===== src/common/sketch_pkg.sv =====
`default_nettype none

package sketch_pkg;

        localparam int KMER_W = 98;
        localparam int TAP_W  = 80;
        localparam int ROW_W  = 64;
        localparam int CNT_W  = 2;
        localparam int SIG_W  = 32;

        // Position field sits above the taps, bits 97:90
        localparam int POS_LSB = 90;

        // Last valid position is 207, plus 4 cycles of pipeline slack
        localparam int POS_LIMIT = 212;

        typedef logic [KMER_W-1:0] kmer_t;
        typedef logic [TAP_W-1:0]  taps_t;
        typedef logic [7:0]        pos_t;
        typedef logic [ROW_W-1:0]  row_t;
        typedef logic [6:0]        row_addr_t;     // 128 rows / buckets
        typedef logic [4:0]        cnt_idx_t;      // One of 32 counters
        typedef logic [5:0]        bit_off_t;
        typedef logic [SIG_W-1:0]  sig_t;

        // Hash register reset values
        localparam row_addr_t ADDR_SEED = 7'b0101101;
        localparam cnt_idx_t  IDX_SEED1 = 5'b00101;
        localparam cnt_idx_t  IDX_SEED2 = 5'b11001;
        localparam cnt_idx_t  IDX_SEED3 = 5'b01101;
        localparam cnt_idx_t  IDX_SEED4 = 5'b01011;

        // Tap positions, MSB of the hash first
        localparam int ADDR_TAPS [7] = '{5, 20, 45, 67, 17, 72, 36};

        localparam int IDX_TAPS [4][5] = '{
                '{15, 51, 25, 50, 31},
                '{ 9, 44, 58, 13, 66},
                '{40, 24, 55, 20, 60},
                '{15, 30,  5, 61, 45}
        };

endpackage

`default_nettype wire


===== src/rtl/kmer_hash.sv =====
`timescale 1ns/1ps
`default_nettype none

module kmer_hash (
        input  wire logic                  clk,
        input  wire logic                  reset,
        input  wire logic                  en_hash,
        input  wire sketch_pkg::taps_t     taps,
        output sketch_pkg::row_addr_t      hash_addr,
        output sketch_pkg::cnt_idx_t       hash_idx1,
        output sketch_pkg::cnt_idx_t       hash_idx2,
        output sketch_pkg::cnt_idx_t       hash_idx3,
        output sketch_pkg::cnt_idx_t       hash_idx4
);

        sketch_pkg::taps_t     mixed;
        sketch_pkg::row_addr_t next_addr;
        sketch_pkg::cnt_idx_t  next_idx [4];

        // Each tap folded with its lower neighbour
        assign mixed = taps ^ {taps[sketch_pkg::TAP_W-2:0], 1'b0};

        always_comb begin
                for (int i = 0; i < 7; i++) begin
                        next_addr[6 - i] = mixed[sketch_pkg::ADDR_TAPS[i]];
                end
        end

        always_comb begin
                for (int n = 0; n < 4; n++) begin
                        for (int i = 0; i < 5; i++) begin
                                next_idx[n][4 - i] = mixed[sketch_pkg::IDX_TAPS[n][i]];
                        end
                end
        end

        always_ff @(posedge clk or negedge reset) begin
                if (!reset) begin
                        hash_addr <= sketch_pkg::ADDR_SEED;
                        hash_idx1 <= sketch_pkg::IDX_SEED1;
                        hash_idx2 <= sketch_pkg::IDX_SEED2;
                        hash_idx3 <= sketch_pkg::IDX_SEED3;
                        hash_idx4 <= sketch_pkg::IDX_SEED4;
                end else if (en_hash) begin
                        hash_addr <= next_addr;
                        hash_idx1 <= next_idx[0];
                        hash_idx2 <= next_idx[1];
                        hash_idx3 <= next_idx[2];
                        hash_idx4 <= next_idx[3];
                end
        end

endmodule

`default_nettype wire


===== src/sketch/row_capture.sv =====
`timescale 1ns/1ps
`default_nettype none

module row_capture (
        input  wire logic                  clk,
        input  wire logic                  reset,
        input  wire logic                  en_hash,
        input  wire logic                  read_add,
        input  wire logic                  get_row,
        input  wire sketch_pkg::pos_t      position,
        input  wire sketch_pkg::row_addr_t hash_addr,
        input  wire sketch_pkg::cnt_idx_t  hash_idx1,
        input  wire sketch_pkg::cnt_idx_t  hash_idx2,
        input  wire sketch_pkg::cnt_idx_t  hash_idx3,
        input  wire sketch_pkg::cnt_idx_t  hash_idx4,
        input  wire sketch_pkg::row_t      row_rd1,
        input  wire sketch_pkg::row_t      row_rd2,
        input  wire sketch_pkg::row_t      row_rd3,
        input  wire sketch_pkg::row_t      row_rd4,
        input  wire sketch_pkg::row_t      bucket_rd,
        output sketch_pkg::row_addr_t      row_addr,
        output sketch_pkg::row_addr_t      bucket_addr,
        output sketch_pkg::row_t           cap_row1,
        output sketch_pkg::row_t           cap_row2,
        output sketch_pkg::row_t           cap_row3,
        output sketch_pkg::row_t           cap_row4,
        output sketch_pkg::row_t           cap_bucket,
        output sketch_pkg::bit_off_t       bit_off1,
        output sketch_pkg::bit_off_t       bit_off2,
        output sketch_pkg::bit_off_t       bit_off3,
        output sketch_pkg::bit_off_t       bit_off4
);

        sketch_pkg::sig_t sig_q;

        // SRAM addresses and signature
        always_ff @(posedge clk or negedge reset) begin
                if (!reset) begin
                        row_addr    <= '0;
                        bucket_addr <= '0;
                        sig_q       <= '0;
                end else begin
                        if (en_hash || read_add) begin
                                row_addr <= hash_addr;      // Value before this edge
                        end
                        if (read_add) begin
                                bucket_addr <= position[7:1];   // Two positions per bucket
                                sig_q <= sketch_pkg::sig_t'({hash_addr, hash_idx1, hash_idx2,
                                                             hash_idx3, hash_idx4});
                        end
                end
        end

        // Read data capture
        always_ff @(posedge clk or negedge reset) begin
                if (!reset) begin
                        cap_row1 <= '0;
                        cap_row2 <= '0;
                        cap_row3 <= '0;
                        cap_row4 <= '0;
                        bit_off1 <= '0;
                        bit_off2 <= '0;
                        bit_off3 <= '0;
                        bit_off4 <= '0;
                end else if (get_row) begin
                        cap_row1 <= row_rd1;
                        cap_row2 <= row_rd2;
                        cap_row3 <= row_rd3;
                        cap_row4 <= row_rd4;
                        bit_off1 <= {hash_idx1, 1'b0};  // 2 bits per counter
                        bit_off2 <= {hash_idx2, 1'b0};
                        bit_off3 <= {hash_idx3, 1'b0};
                        bit_off4 <= {hash_idx4, 1'b0};
                end
        end

        // Signature goes into the half picked by position parity
        always_ff @(posedge clk or negedge reset) begin
                if (!reset) begin
                        cap_bucket <= '0;
                end else if (get_row) begin
                        if (!position[0]) begin
                                cap_bucket <= {sig_q, bucket_rd[sketch_pkg::SIG_W-1:0]};
                        end else begin
                                cap_bucket <= {bucket_rd[sketch_pkg::ROW_W-1 -: sketch_pkg::SIG_W],
                                               sig_q};
                        end
                end
        end

endmodule

`default_nettype wire


===== src/sketch/counter_writeback.sv =====
`timescale 1ns/1ps
`default_nettype none

module counter_writeback (
        input  wire logic                  clk,
        input  wire logic                  reset,
        input  wire logic                  set_row,
        input  wire sketch_pkg::pos_t      position,
        input  wire sketch_pkg::row_t      cap_row1,
        input  wire sketch_pkg::row_t      cap_row2,
        input  wire sketch_pkg::row_t      cap_row3,
        input  wire sketch_pkg::row_t      cap_row4,
        input  wire sketch_pkg::row_t      cap_bucket,
        input  wire sketch_pkg::bit_off_t  bit_off1,
        input  wire sketch_pkg::bit_off_t  bit_off2,
        input  wire sketch_pkg::bit_off_t  bit_off3,
        input  wire sketch_pkg::bit_off_t  bit_off4,
        output sketch_pkg::row_t           row_wr1,
        output sketch_pkg::row_t           row_wr2,
        output sketch_pkg::row_t           row_wr3,
        output sketch_pkg::row_t           row_wr4,
        output sketch_pkg::row_t           bucket_wr
);

        logic wr_ok;

        // Saturating increment of the counter at off
        function automatic sketch_pkg::row_t bump(input sketch_pkg::row_t orig,
                                                  input sketch_pkg::bit_off_t off);
                logic [sketch_pkg::CNT_W-1:0] cnt;
                sketch_pkg::row_t             res;
                cnt = orig[off +: sketch_pkg::CNT_W];
                if (cnt != '1) begin
                        cnt = cnt + 1'b1;
                end
                res = orig;
                res[off +: sketch_pkg::CNT_W] = cnt;    // Offsets are even, never straddles
                return res;
        endfunction

        assign wr_ok = set_row && (position < sketch_pkg::POS_LIMIT);

        always_ff @(posedge clk or negedge reset) begin
                if (!reset) begin
                        row_wr1   <= '0;
                        row_wr2   <= '0;
                        row_wr3   <= '0;
                        row_wr4   <= '0;
                        bucket_wr <= '0;
                end else if (wr_ok) begin
                        row_wr1   <= bump(cap_row1, bit_off1);
                        row_wr2   <= bump(cap_row2, bit_off2);
                        row_wr3   <= bump(cap_row3, bit_off3);
                        row_wr4   <= bump(cap_row4, bit_off4);
                        bucket_wr <= cap_bucket;        // Signature already merged
                end
        end

endmodule

`default_nettype wire


===== src/rtl/sketch_top.sv =====
`timescale 1ns/1ps
`default_nettype none

module sketch_top (
        input  wire logic                  clk,
        input  wire logic                  reset,
        input  wire logic                  en_hash,
        input  wire logic                  read_add,
        input  wire logic                  get_row,
        input  wire logic                  set_row,
        input  wire sketch_pkg::kmer_t     kmer,
        input  wire sketch_pkg::row_t      row_rd1,
        input  wire sketch_pkg::row_t      row_rd2,
        input  wire sketch_pkg::row_t      row_rd3,
        input  wire sketch_pkg::row_t      row_rd4,
        input  wire sketch_pkg::row_t      bucket_rd,
        output sketch_pkg::row_addr_t      row_addr,
        output sketch_pkg::row_addr_t      bucket_addr,
        output sketch_pkg::row_t           row_wr1,
        output sketch_pkg::row_t           row_wr2,
        output sketch_pkg::row_t           row_wr3,
        output sketch_pkg::row_t           row_wr4,
        output sketch_pkg::row_t           bucket_wr
);

        sketch_pkg::taps_t     taps;
        sketch_pkg::pos_t      position;
        sketch_pkg::row_addr_t hash_addr;
        sketch_pkg::cnt_idx_t  hash_idx1, hash_idx2, hash_idx3, hash_idx4;
        sketch_pkg::row_t      cap_row1, cap_row2, cap_row3, cap_row4;
        sketch_pkg::row_t      cap_bucket;
        sketch_pkg::bit_off_t  bit_off1, bit_off2, bit_off3, bit_off4;

        // Bits 89:80 of the record are unused
        assign taps     = kmer[sketch_pkg::TAP_W-1:0];
        assign position = kmer[sketch_pkg::KMER_W-1:sketch_pkg::POS_LSB];

        kmer_hash u_hash (
                .clk       (clk),
                .reset     (reset),
                .en_hash   (en_hash),
                .taps      (taps),
                .hash_addr (hash_addr),
                .hash_idx1 (hash_idx1),
                .hash_idx2 (hash_idx2),
                .hash_idx3 (hash_idx3),
                .hash_idx4 (hash_idx4)
        );

        row_capture u_capture (
                .clk         (clk),
                .reset       (reset),
                .en_hash     (en_hash),
                .read_add    (read_add),
                .get_row     (get_row),
                .position    (position),
                .hash_addr   (hash_addr),
                .hash_idx1   (hash_idx1),
                .hash_idx2   (hash_idx2),
                .hash_idx3   (hash_idx3),
                .hash_idx4   (hash_idx4),
                .row_rd1     (row_rd1),
                .row_rd2     (row_rd2),
                .row_rd3     (row_rd3),
                .row_rd4     (row_rd4),
                .bucket_rd   (bucket_rd),
                .row_addr    (row_addr),
                .bucket_addr (bucket_addr),
                .cap_row1    (cap_row1),
                .cap_row2    (cap_row2),
                .cap_row3    (cap_row3),
                .cap_row4    (cap_row4),
                .cap_bucket  (cap_bucket),
                .bit_off1    (bit_off1),
                .bit_off2    (bit_off2),
                .bit_off3    (bit_off3),
                .bit_off4    (bit_off4)
        );

        counter_writeback u_writeback (
                .clk        (clk),
                .reset      (reset),
                .set_row    (set_row),
                .position   (position),
                .cap_row1   (cap_row1),
                .cap_row2   (cap_row2),
                .cap_row3   (cap_row3),
                .cap_row4   (cap_row4),
                .cap_bucket (cap_bucket),
                .bit_off1   (bit_off1),
                .bit_off2   (bit_off2),
                .bit_off3   (bit_off3),
                .bit_off4   (bit_off4),
                .row_wr1    (row_wr1),
                .row_wr2    (row_wr2),
                .row_wr3    (row_wr3),
                .row_wr4    (row_wr4),
                .bucket_wr  (bucket_wr)
        );

endmodule

`default_nettype wire


===== config.mk =====
export PLATFORM = sky130hd
export DESIGN_NAME = sketch_top
export DESIGN_NICKNAME = d
export VERILOG_FILES = /design/src/common/sketch_pkg.sv /design/src/rtl/kmer_hash.sv /design/src/sketch/row_capture.sv /design/src/sketch/counter_writeback.sv /design/src/rtl/sketch_top.sv
export SDC_FILE = /design/constraint.sdc
export NUM_CORES = 1
export LEC_CHECK = 0
export ABC_AREA = 1
export ABC_CLOCK_PERIOD_IN_PS = 2910
export BUFFER_PORTS_ARGS = -buffer_cell sky130_fd_sc_hd__buf_2
export CAP_MARGIN = 20
export CORE_AREA = 2 2 298 300
export DETAILED_ROUTE_END_ITERATION = 16
export DIE_AREA = 0 0 300 302
export PLACE_DENSITY_LB_ADDON = 0.25
export SETUP_SLACK_MARGIN = 0.5
export SYNTH_ARGS = -nofsm -noshare
export SYNTH_HDL_FRONTEND = slang
export SYNTH_SLANG_ARGS = --single-unit

===== constraint.sdc =====
create_clock -name clk -period 2.91 [get_ports clk]
set_input_delay 0.291 -clock clk [delete_from_list [all_inputs] [get_ports clk]]
set_output_delay 0.291 -clock clk [all_outputs]
set_load 0.02 [all_outputs]

==> results of run 1 <==
## flip-flops by register name, summed over array words and instances, names as in the netlist, 64 cells and up
| register | flops |
|---|---|
| u_capture.cap_row3 | 64 |
| u_writeback.row_wr2 | 64 |
| u_writeback.bucket_wr | 64 |
| u_capture.cap_row1 | 64 |
| u_writeback.row_wr3 | 64 |
| u_capture.cap_bucket | 64 |
| u_writeback.row_wr4 | 64 |
| u_capture.cap_row2 | 64 |
| u_capture.cap_row4 | 64 |
| u_writeback.row_wr1 | 64 |
## critical path, stage by stage (launching register included)
cell	delay, ns
dfrtp_2	0.49
clkinv_8	0.11
ha_1	0.23
nand2_2	0.13
nand2_4	0.07
buf_6	0.18
nor3_1	0.15
inv_1	0.07
nor2_1	0.09
inv_1	0.07
nor2_1	0.30
nand2_1	0.18
a2bb2oi_1	0.18
## kinds of logic (layout without fill, tap and decap cells)
| family | Yosys count | count (layout) | synth area share, % |
|---|---|---|---|
| AO/OA/AOI/OAI | 914 | 914 | 13.9 |
| other | 0 | 3 | 0 |
| flip-flops | 723 | 723 | 50.7 |
| AND/OR/NAND/NOR | 2173 | 2173 | 25.2 |
| buffers and inverters | 773 | 1868 | 8.77 |
| multiplexers | 11 | 11 | 0.347 |
| adder cells (fa/ha/maj) | 16 | 16 | 0.560 |
| XOR/XNOR | 21 | 21 | 0.515 |
## synth_stat cells (all sizes together) (11+ instances only)
master / number / area [µm²]
xnor2: 21 / 184
dfstp: 15 / 394
o211ai: 50 / 380
a2bb2oi: 15 / 131
mux2: 11 / 124
dfrtp: 708 / 17700
nor3: 63 / 395
buf: 78 / 512
o22ai: 23 / 144
ha: 16 / 200
nand2: 1625 / 6190
o21bai: 65 / 488
o21ai: 506 / 2530
a21oi: 251 / 1260
nand3: 172 / 861
nor2: 286 / 1170
clkbuf: 156 / 586
nand4: 19 / 315
inv: 537 / 2030
## metrics by stage
| step | utilization (%) | cells | setup WS [ns] |
|---|---|---|---|
| detailed placement | 46.6 | 6377 | 0.317 |
| CTS | 53.7 | 6863 | 0.491 |
| finish | 54.6 | 6894 | 0.569 |
| floorplan | - | 4631 | 0.717 |
| global route | 54.6 | 6891 | 0.457 |
| global placement | 46.6 | 6377 | 0.312 |
## where the power goes
part           switching, mW  internal, mW  total [mW]
Clock                   4.44          6.62        11.1
Sequential             0.952          11.4        12.3
Combinational           5.90          2.85        8.75
## worst paths after layout
| kind | end | slack [ns] | start | depth (start not counted) |
|---|---|---|---|---|
| hold reg to reg | u_writeback.bucket_wr[16]$_DFFE_PN0P_ | 0.47 | u_capture.cap_bucket[16]$_DFFE_PN0P_ | 2 |
| setup reg to reg | u_writeback.row_wr3[57]$_DFFE_PN0P_ | 0.57 | u_capture.bit_off3[1]$_DFFE_PN0P_ | 12 |
| max in group asynchronous | u_writeback.row_wr2[7]$_DFFE_PN0P_ | 1.64 | reset | 3 |
| min in group asynchronous | u_writeback.row_wr1[14]$_DFFE_PN0P_ | 0.21 | reset | 2 |
| hold / removal | u_hash.hash_idx1[1]$_DFFE_PN0P_ | 0.07 | kmer[49] | 3 |
| setup / recovery | u_writeback.row_wr3[57]$_DFFE_PN0P_ | 0.57 | u_capture.bit_off3[1]$_DFFE_PN0P_ | 12 |
## cell type report
type | count | area share (%)
timing repair buffer | 1182 | 17.7
clock inverter | 39 | 1.14
inverter | 539 | 4.35
clock buffer | 108 | 4.79
tap | 1165 | 3.05
multi-input combinational | 3135 | 31.0
antenna | 3 | 0.0157
sequential | 723 | 37.9
## routing by layer
metal  up-vias  part of all wire [%]  routed length (µm)  global-route usage, %
li1      16700                     -                   -                      -
met1     17100                    41               57900                   39.1
met2      1529                    47               66300                   49.2
met3       299                   7.0                9910                   4.49
met4         0                   4.7                6640                   13.3
met5         -                     0                   0                      0
## timing repair
| action | 4_1_cts | 5_1_grt |
|---|---|---|
| hold buffers | 336 | 0 |
| endpoints found under the setup margin | 89 | 254 |
| setup buffers | 3 | 24 |
| cloned | 0 | 4 |
| gates resized for setup | 16 | 129 |
| endpoints found under the hold margin | 368 | 0 |
| pin swaps | 3 | 13 |
==> results.json, run 1 <==
{
  "overflow": 0,
  "arrival_ns": 2.88,
  "nFillCells": 8212,
  "synthArstFlopShare_pct": 100,
  "tns_ns": 0,
  "syn-instance-count": 4631,
  "antenna_found_initial": 3,
  "first_pass_iters": 6,
  "post_drt_wl_per_cell_um": 20.4,
  "period_needed_ns": 2.34,
  "die_y_um": 302,
  "end_kind": "flop",
  "avgSynthCellArea_um2": 7.71,
  "synth_flop_cell": "dfrtp_1",
  "synth_warnings": 0,
  "multiInputGateArea_mm2": 0.0148,
  "cp.required_ns": 3.45,
  "rows": 109,
  "finalSetupViolCount": 0,
  "powerDensity_mw_per_mm2": 673,
  "synth-seq-cells": 723,
  "seqCellArea_mm2": 0.0181,
  "ctsRootBufferMaster": "clkbuf_16",
  "mostFrequentLayoutCell": "nand2_1",
  "min_path_type": "in -> reg",
  "outcome": "completed",
  "tightest_slew_ns": 1.00,
  "dp_hpwl_um": 99100,
  "drv_slew": 0,
  "start_util_pct": 40.8,
  "viasPerCell": 5.17,
  "max-cap-violations": 0,
  "area_delta_synth_final_pct": 33.8,
  "place_congestion": 0.972,
  "fmax_mhz": 427,
  "detail_route.iter0.violations": 3364,
  "htree_levels": 3,
  "relSlewSlack_pct": 32.3,
  "final_cell_mix": "nand2_1 (1,590), buf_2 (705), dfrtp_1 (702), inv_1 (493), o21ai_0 (439)",
  "cts_tree": "yes",
  "pin_count": 758,
  "cts_buffers": 81,
  "routed_wl_um": 141000,
  "core_area_mm2": 0.0876,
  "whs_ns": 0.0750,
  "vdd_drop_max_uv": 443,
  "finalHoldViolCount": 0,
  "grt_pass1_vias": 34400,
  "critical_path_class": "reg -> reg",
  "die_w_um": 300,
  "drive_above_1_share_pct": 21.2,
  "drcViolationCount": 0,
  "dr_total_vias": 35700,
  "antenna_left": 0,
  "clock-sinks": 723,
  "synth_edf_count": 0,
  "dieArea_mm2": 0.0906,
  "fin_nets": 6102,
  "yosysSeqAreaShare_pct": 50.7,
  "clock_skew_ns": 0.0249,
  "postLayoutCellArea_mm2": 0.0478,
  "synth_area_mm2": 0.0357,
  "clkLatencyLatePin_ns": 0.63,
  "critPathMaxFanout": 25,
  "rsz0062_at_grt": "true",
  "grt_max_degree": 140,
  "fin_crit_sh_pct": 80.4,
  "syn_nets": 5071,
  "cp-start-kind": "flop",
  "port_buffers": 707,
  "p_leak_nw": 23.6,
  "grt_first_pass_wirelength_um": 207000,
  "clk_pin_slew_ns": 0.06,
  "clock_path_buffers": 3,
  "yosysUniqueCellTypes": 40,
  "total_power_mw": 32.2,
  "placed_cell_area_mm2": 0.0408,
  "grt_usage_pct": 29.9
}
Note: power is estimated with default switching activity, not from simulation.
==> run 2: changes to the inputs <==
- ABC_AREA: 1 -> 0
- ABC_CLOCK_PERIOD_IN_PS: 2910 -> 2050
- CORE_AREA: 2 2 298 300 -> 2 2 299 301
- DIE_AREA: 0 0 300 302 -> 0 0 301 303
- clock period: 2.91 -> 2.05 ns (I/O delays scaled with it)
==> run 2 against run 1 <==
- the run now ends with setup timing left
- clock power up 43%
- setup slack got worse by 1.2 ns
- cell area grew 10%
- first-iteration DRC count fell by 25%
- critical path depth decreased by 4
- flip-flop and latch count is the same
- clock skew increased by 0.019 ns
- routed wire length down 1.2%
- synthesized area fell by 5.7%
- non-clock buffer count rose by 572
- sequential power rose by 46%
- largest cell class unchanged
- highest routed layer is now met5
==> results.json, run 2 <==
{
  "outcome": "finished, violations left",
  "violations": "setup timing",
  "rows": 109,
  "synthXorXnorAreaFrac_pct": 0.624,
  "drive_above_1_share_pct": 46.6,
  "fin_ws_ns": -0.656,
  "clk_pin_slew_ns": 0.06,
  "synthSimpleGateAreaFrac_pct": 13.9,
  "synth_common_cells": "dfrtp_1 (708), nand2_1 (421), mux2_2 (310), nor2_1 (302), clkbuf_1 (168)",
  "fin_crit_sh_pct": 132,
  "overflow": 0,
  "max-cap-violations": 0,
  "worst_r2r_path_depth": 8,
  "crit_buf_inv": 2,
  "total_power_mw": 49.8,
  "cpLargestDelayFamily": "compound AO/OA/AOI/OAI gates",
  "p_leak_nw": 24.6,
  "yosysUniqueCellTypes": 65,
  "drcViolationCount": 0,
  "viasPerCell": 5.35,
  "port_buffers": 707,
  "whs_ns": 0.0482,
  "powerDensity_mw_per_mm2": 946,
  "detail_route.iter0.violations": 2512,
  "r2r_slack_ns": -0.66,
  "postLayoutCellArea_mm2": 0.0526,
  "finalHoldViolCount": 0,
  "syn_nets": 3471,
  "critical_path_class": "reg -> reg",
  "first_pass_iters": 6,
  "synth_top_family_by_area": "multiplexers",
  "cp-start-kind": "flop",
  "critPathMaxFanout": 7,
  "cts_tree": "yes",
  "synth_area_leader_cell": "dfrtp_1",
  "slowest_delay_ns": 0.50,
  "synth-seq-cells": 723,
  "arrival_ns": 3.22,
  "finalSetupViolCount": 256,
  "synth_fa_ha_area_share_pct": 0.594,
  "synth_area_leaders": "dfrtp_1 (53%), mux2_2 (10%), nand2_1 (4.7%)",
  "core_area_mm2": 0.0880,
  "yosysSeqAreaShare_pct": 53.8,
  "place_congestion": 0.941,
  "fmax_mhz": 370,
  "clock_skew_ns": 0.0439,
  "r2r_end": "u_writeback.row_wr1[55]$_DFFE_PN0P_",
  "grt_first_pass_wirelength_um": 203000,
  "routed_wl_um": 139000,
  "pin_count": 758,
  "min-delay-start": "kmer[20]",
  "area_delta_synth_final_pct": 56.2,
  "post_drt_wl_per_cell_um": 23.5,
  "hold_depth": 4,
  "rsz0062_at_grt": "true",
  "synth_edf_count": 0,
  "min_path_type": "in -> reg",
  "dp_hpwl_um": 102000,
  "synth_warnings": 0,
  "grt_max_degree": 95,
  "dr_total_vias": 31600,
  "cts_buffers": 82,
  "clock-sinks": 723,
  "clkLatencyLatePin_ns": 0.66,
  "synth_top_area_share_pct": 52.6,
  "avgSynthCellArea_um2": 11.1,
  "grt_pass1_vias": 32200,
  "crit_chain": "buf_12 > mux4_2 > mux2_4 > a2111o_1 > a22oi_1 > buf_4 > nor2_2 > a221o_1",
  "yosysMostFrequentCell": "dfrtp_1",
  "relSlewSlack_pct": 54.9,
  "grt_usage_pct": 29.7,
  "antenna_left": 0,
  "clock_path_buffers": 3,
  "synth_area_mm2": 0.0337,
  "cp.required_ns": 2.57,
  "slowest_stage": "mux4_2",
  "vdd_drop_max_uv": 1070,
  "drv_slew": 0,
  "holdPathEnd": "u_hash.hash_addr[5]$_DFFE_PN1P_",
  "fin_nets": 5111,
  "mostFrequentLayoutCell": "buf_2",
  "muxShareOfSynthArea_pct": 17.0,
  "dieArea_mm2": 0.0912,
  "period_needed_ns": 2.71,
  "tns_ns": -129.95,
  "syn-instance-count": 3031,
  "start_util_pct": 38.3,
  "nFillCells": 7038,
  "die_w_um": 301,
  "synth_compound_area_share_pct": 11.5,
  "ctsRootBufferMaster": "clkbuf_16",
  "synth_flop_cell": "dfrtp_1",
  "die_y_um": 303,
  "antenna_found_initial": 8,
  "tightest_slew_ns": 0.674,
  "final_cell_mix": "buf_2 (704), dfrtp_1 (699), buf_4 (536), nand2_1 (399), dlygate4sd3_1 (374)",
  "synthArstFlopShare_pct": 100,
  "end_kind": "flop",
  "htree_levels": 3,
  "post-place-ws_ns": -0.761,
  "worstReg2RegStart": "u_capture.bit_off1[1]$_DFFE_PN0P_",
  "placed_cell_area_mm2": 0.0440
}
[run 2: cell types whose count changed after synthesis, sizes merged, moves of 48 or more]
cell    change
nand2    -1204
inv       -507
o21ai     -390
mux2      +299
a221o     +154
a21oi     -144
and3       +94
mux2i      +87
nand3      -85
mux4       +60
o21bai     -59
nor3       -56
buf        -48
[run 2: per-stage QoR]
stage / util [%] / instances
finish: 59.8 / 5909
global route: 59.8 / 5907
CTS: 59.0 / 5881
detailed placement: 50.0 / 5311
global placement: 50.0 / 5311
floorplan: - / 3031
[run 2: tightest hold or removal path: cells and delay by family]
| family | cells | cell delay [ns] |
|---|---|---|
| buffers and inverters | 1 | 0.10 |
| XOR/XNOR | 1 | 0.11 |
| AND/OR/NAND/NOR | 1 | 0.11 |
| AO/OA/AOI/OAI | 1 | 0.12 |
[run 2: what timing repair did]
action                                  CTS  global route
pin swaps                                72            54
endpoints found under the setup margin  265           281
setup buffers                            40            22
hold endpoints to repair                708             0
hold buffers                            374             0
gates resized for setup                 169           120
cloned                                    4             1
[run 2: worst max-delay path by stage]
stage / cells after the start / slack (ns) / end / startpoint
finish: 8 / -0.66 / u_writeback.row_wr1[55]$_DFFE_PN0P_ / u_capture.bit_off1[1]$_DFFE_PN0P_
CTS: 8 / -0.67 / u_writeback.row_wr1[54]$_DFFE_PN0P_ / u_capture.bit_off1[1]$_DFFE_PN0P_
global route: 8 / -0.71 / u_writeback.row_wr1[54]$_DFFE_PN0P_ / u_capture.bit_off1[1]$_DFFE_PN0P_
floorplan: 7 / -0.66 / u_writeback.row_wr1[42]$_DFFE_PN0P_ / u_capture.bit_off1[1]$_DFFE_PN0P_
global placement: 8 / -0.77 / u_writeback.row_wr1[30]$_DFFE_PN0P_ / u_capture.bit_off1[1]$_DFFE_PN0P_
detailed placement: 8 / -0.76 / u_writeback.row_wr1[30]$_DFFE_PN0P_ / u_capture.bit_off1[1]$_DFFE_PN0P_
[run 2: logic make-up after synthesis]
family / count (synthesis)
multiplexers: 457
flip-flops: 723
buffers and inverters: 231
AND/OR/NAND/NOR: 1049
XOR/XNOR: 24
adder cells (fa/ha/maj): 16
AO/OA/AOI/OAI: 531
[run 2: final cells by class]
cell class                 instances  area (µm²)  area share [%]
sequential                       723       18100            34.5
multi-input combinational       2077       16400            31.2
timing repair buffer            1754       13500            25.7
clock buffer                     119        2450            4.67
tap                             1165        1460            2.77
clock inverter                    33         469           0.892
inverter                          33         146           0.278
antenna                            5        12.5          0.0238
[run 2: where the power goes]
part	switching (mW)	internal, mW
Clock	6.31	9.60
Sequential	1.74	16.3
Combinational	8.23	7.63
Total	16.3	33.5
[run 2: metal layers]
| layer | global-route usage [%] | part of all wire (%) | vias to the layer above |
|---|---|---|---|
| met5 | 0 | 0.029 | - |
| met4 | 11.9 | 4.4 | 6 |
| met3 | 5.03 | 6.3 | 327 |
| met2 | 50.1 | 49 | 1334 |
| met1 | 38.0 | 41 | 15700 |
| li1 | - | - | 14300 |
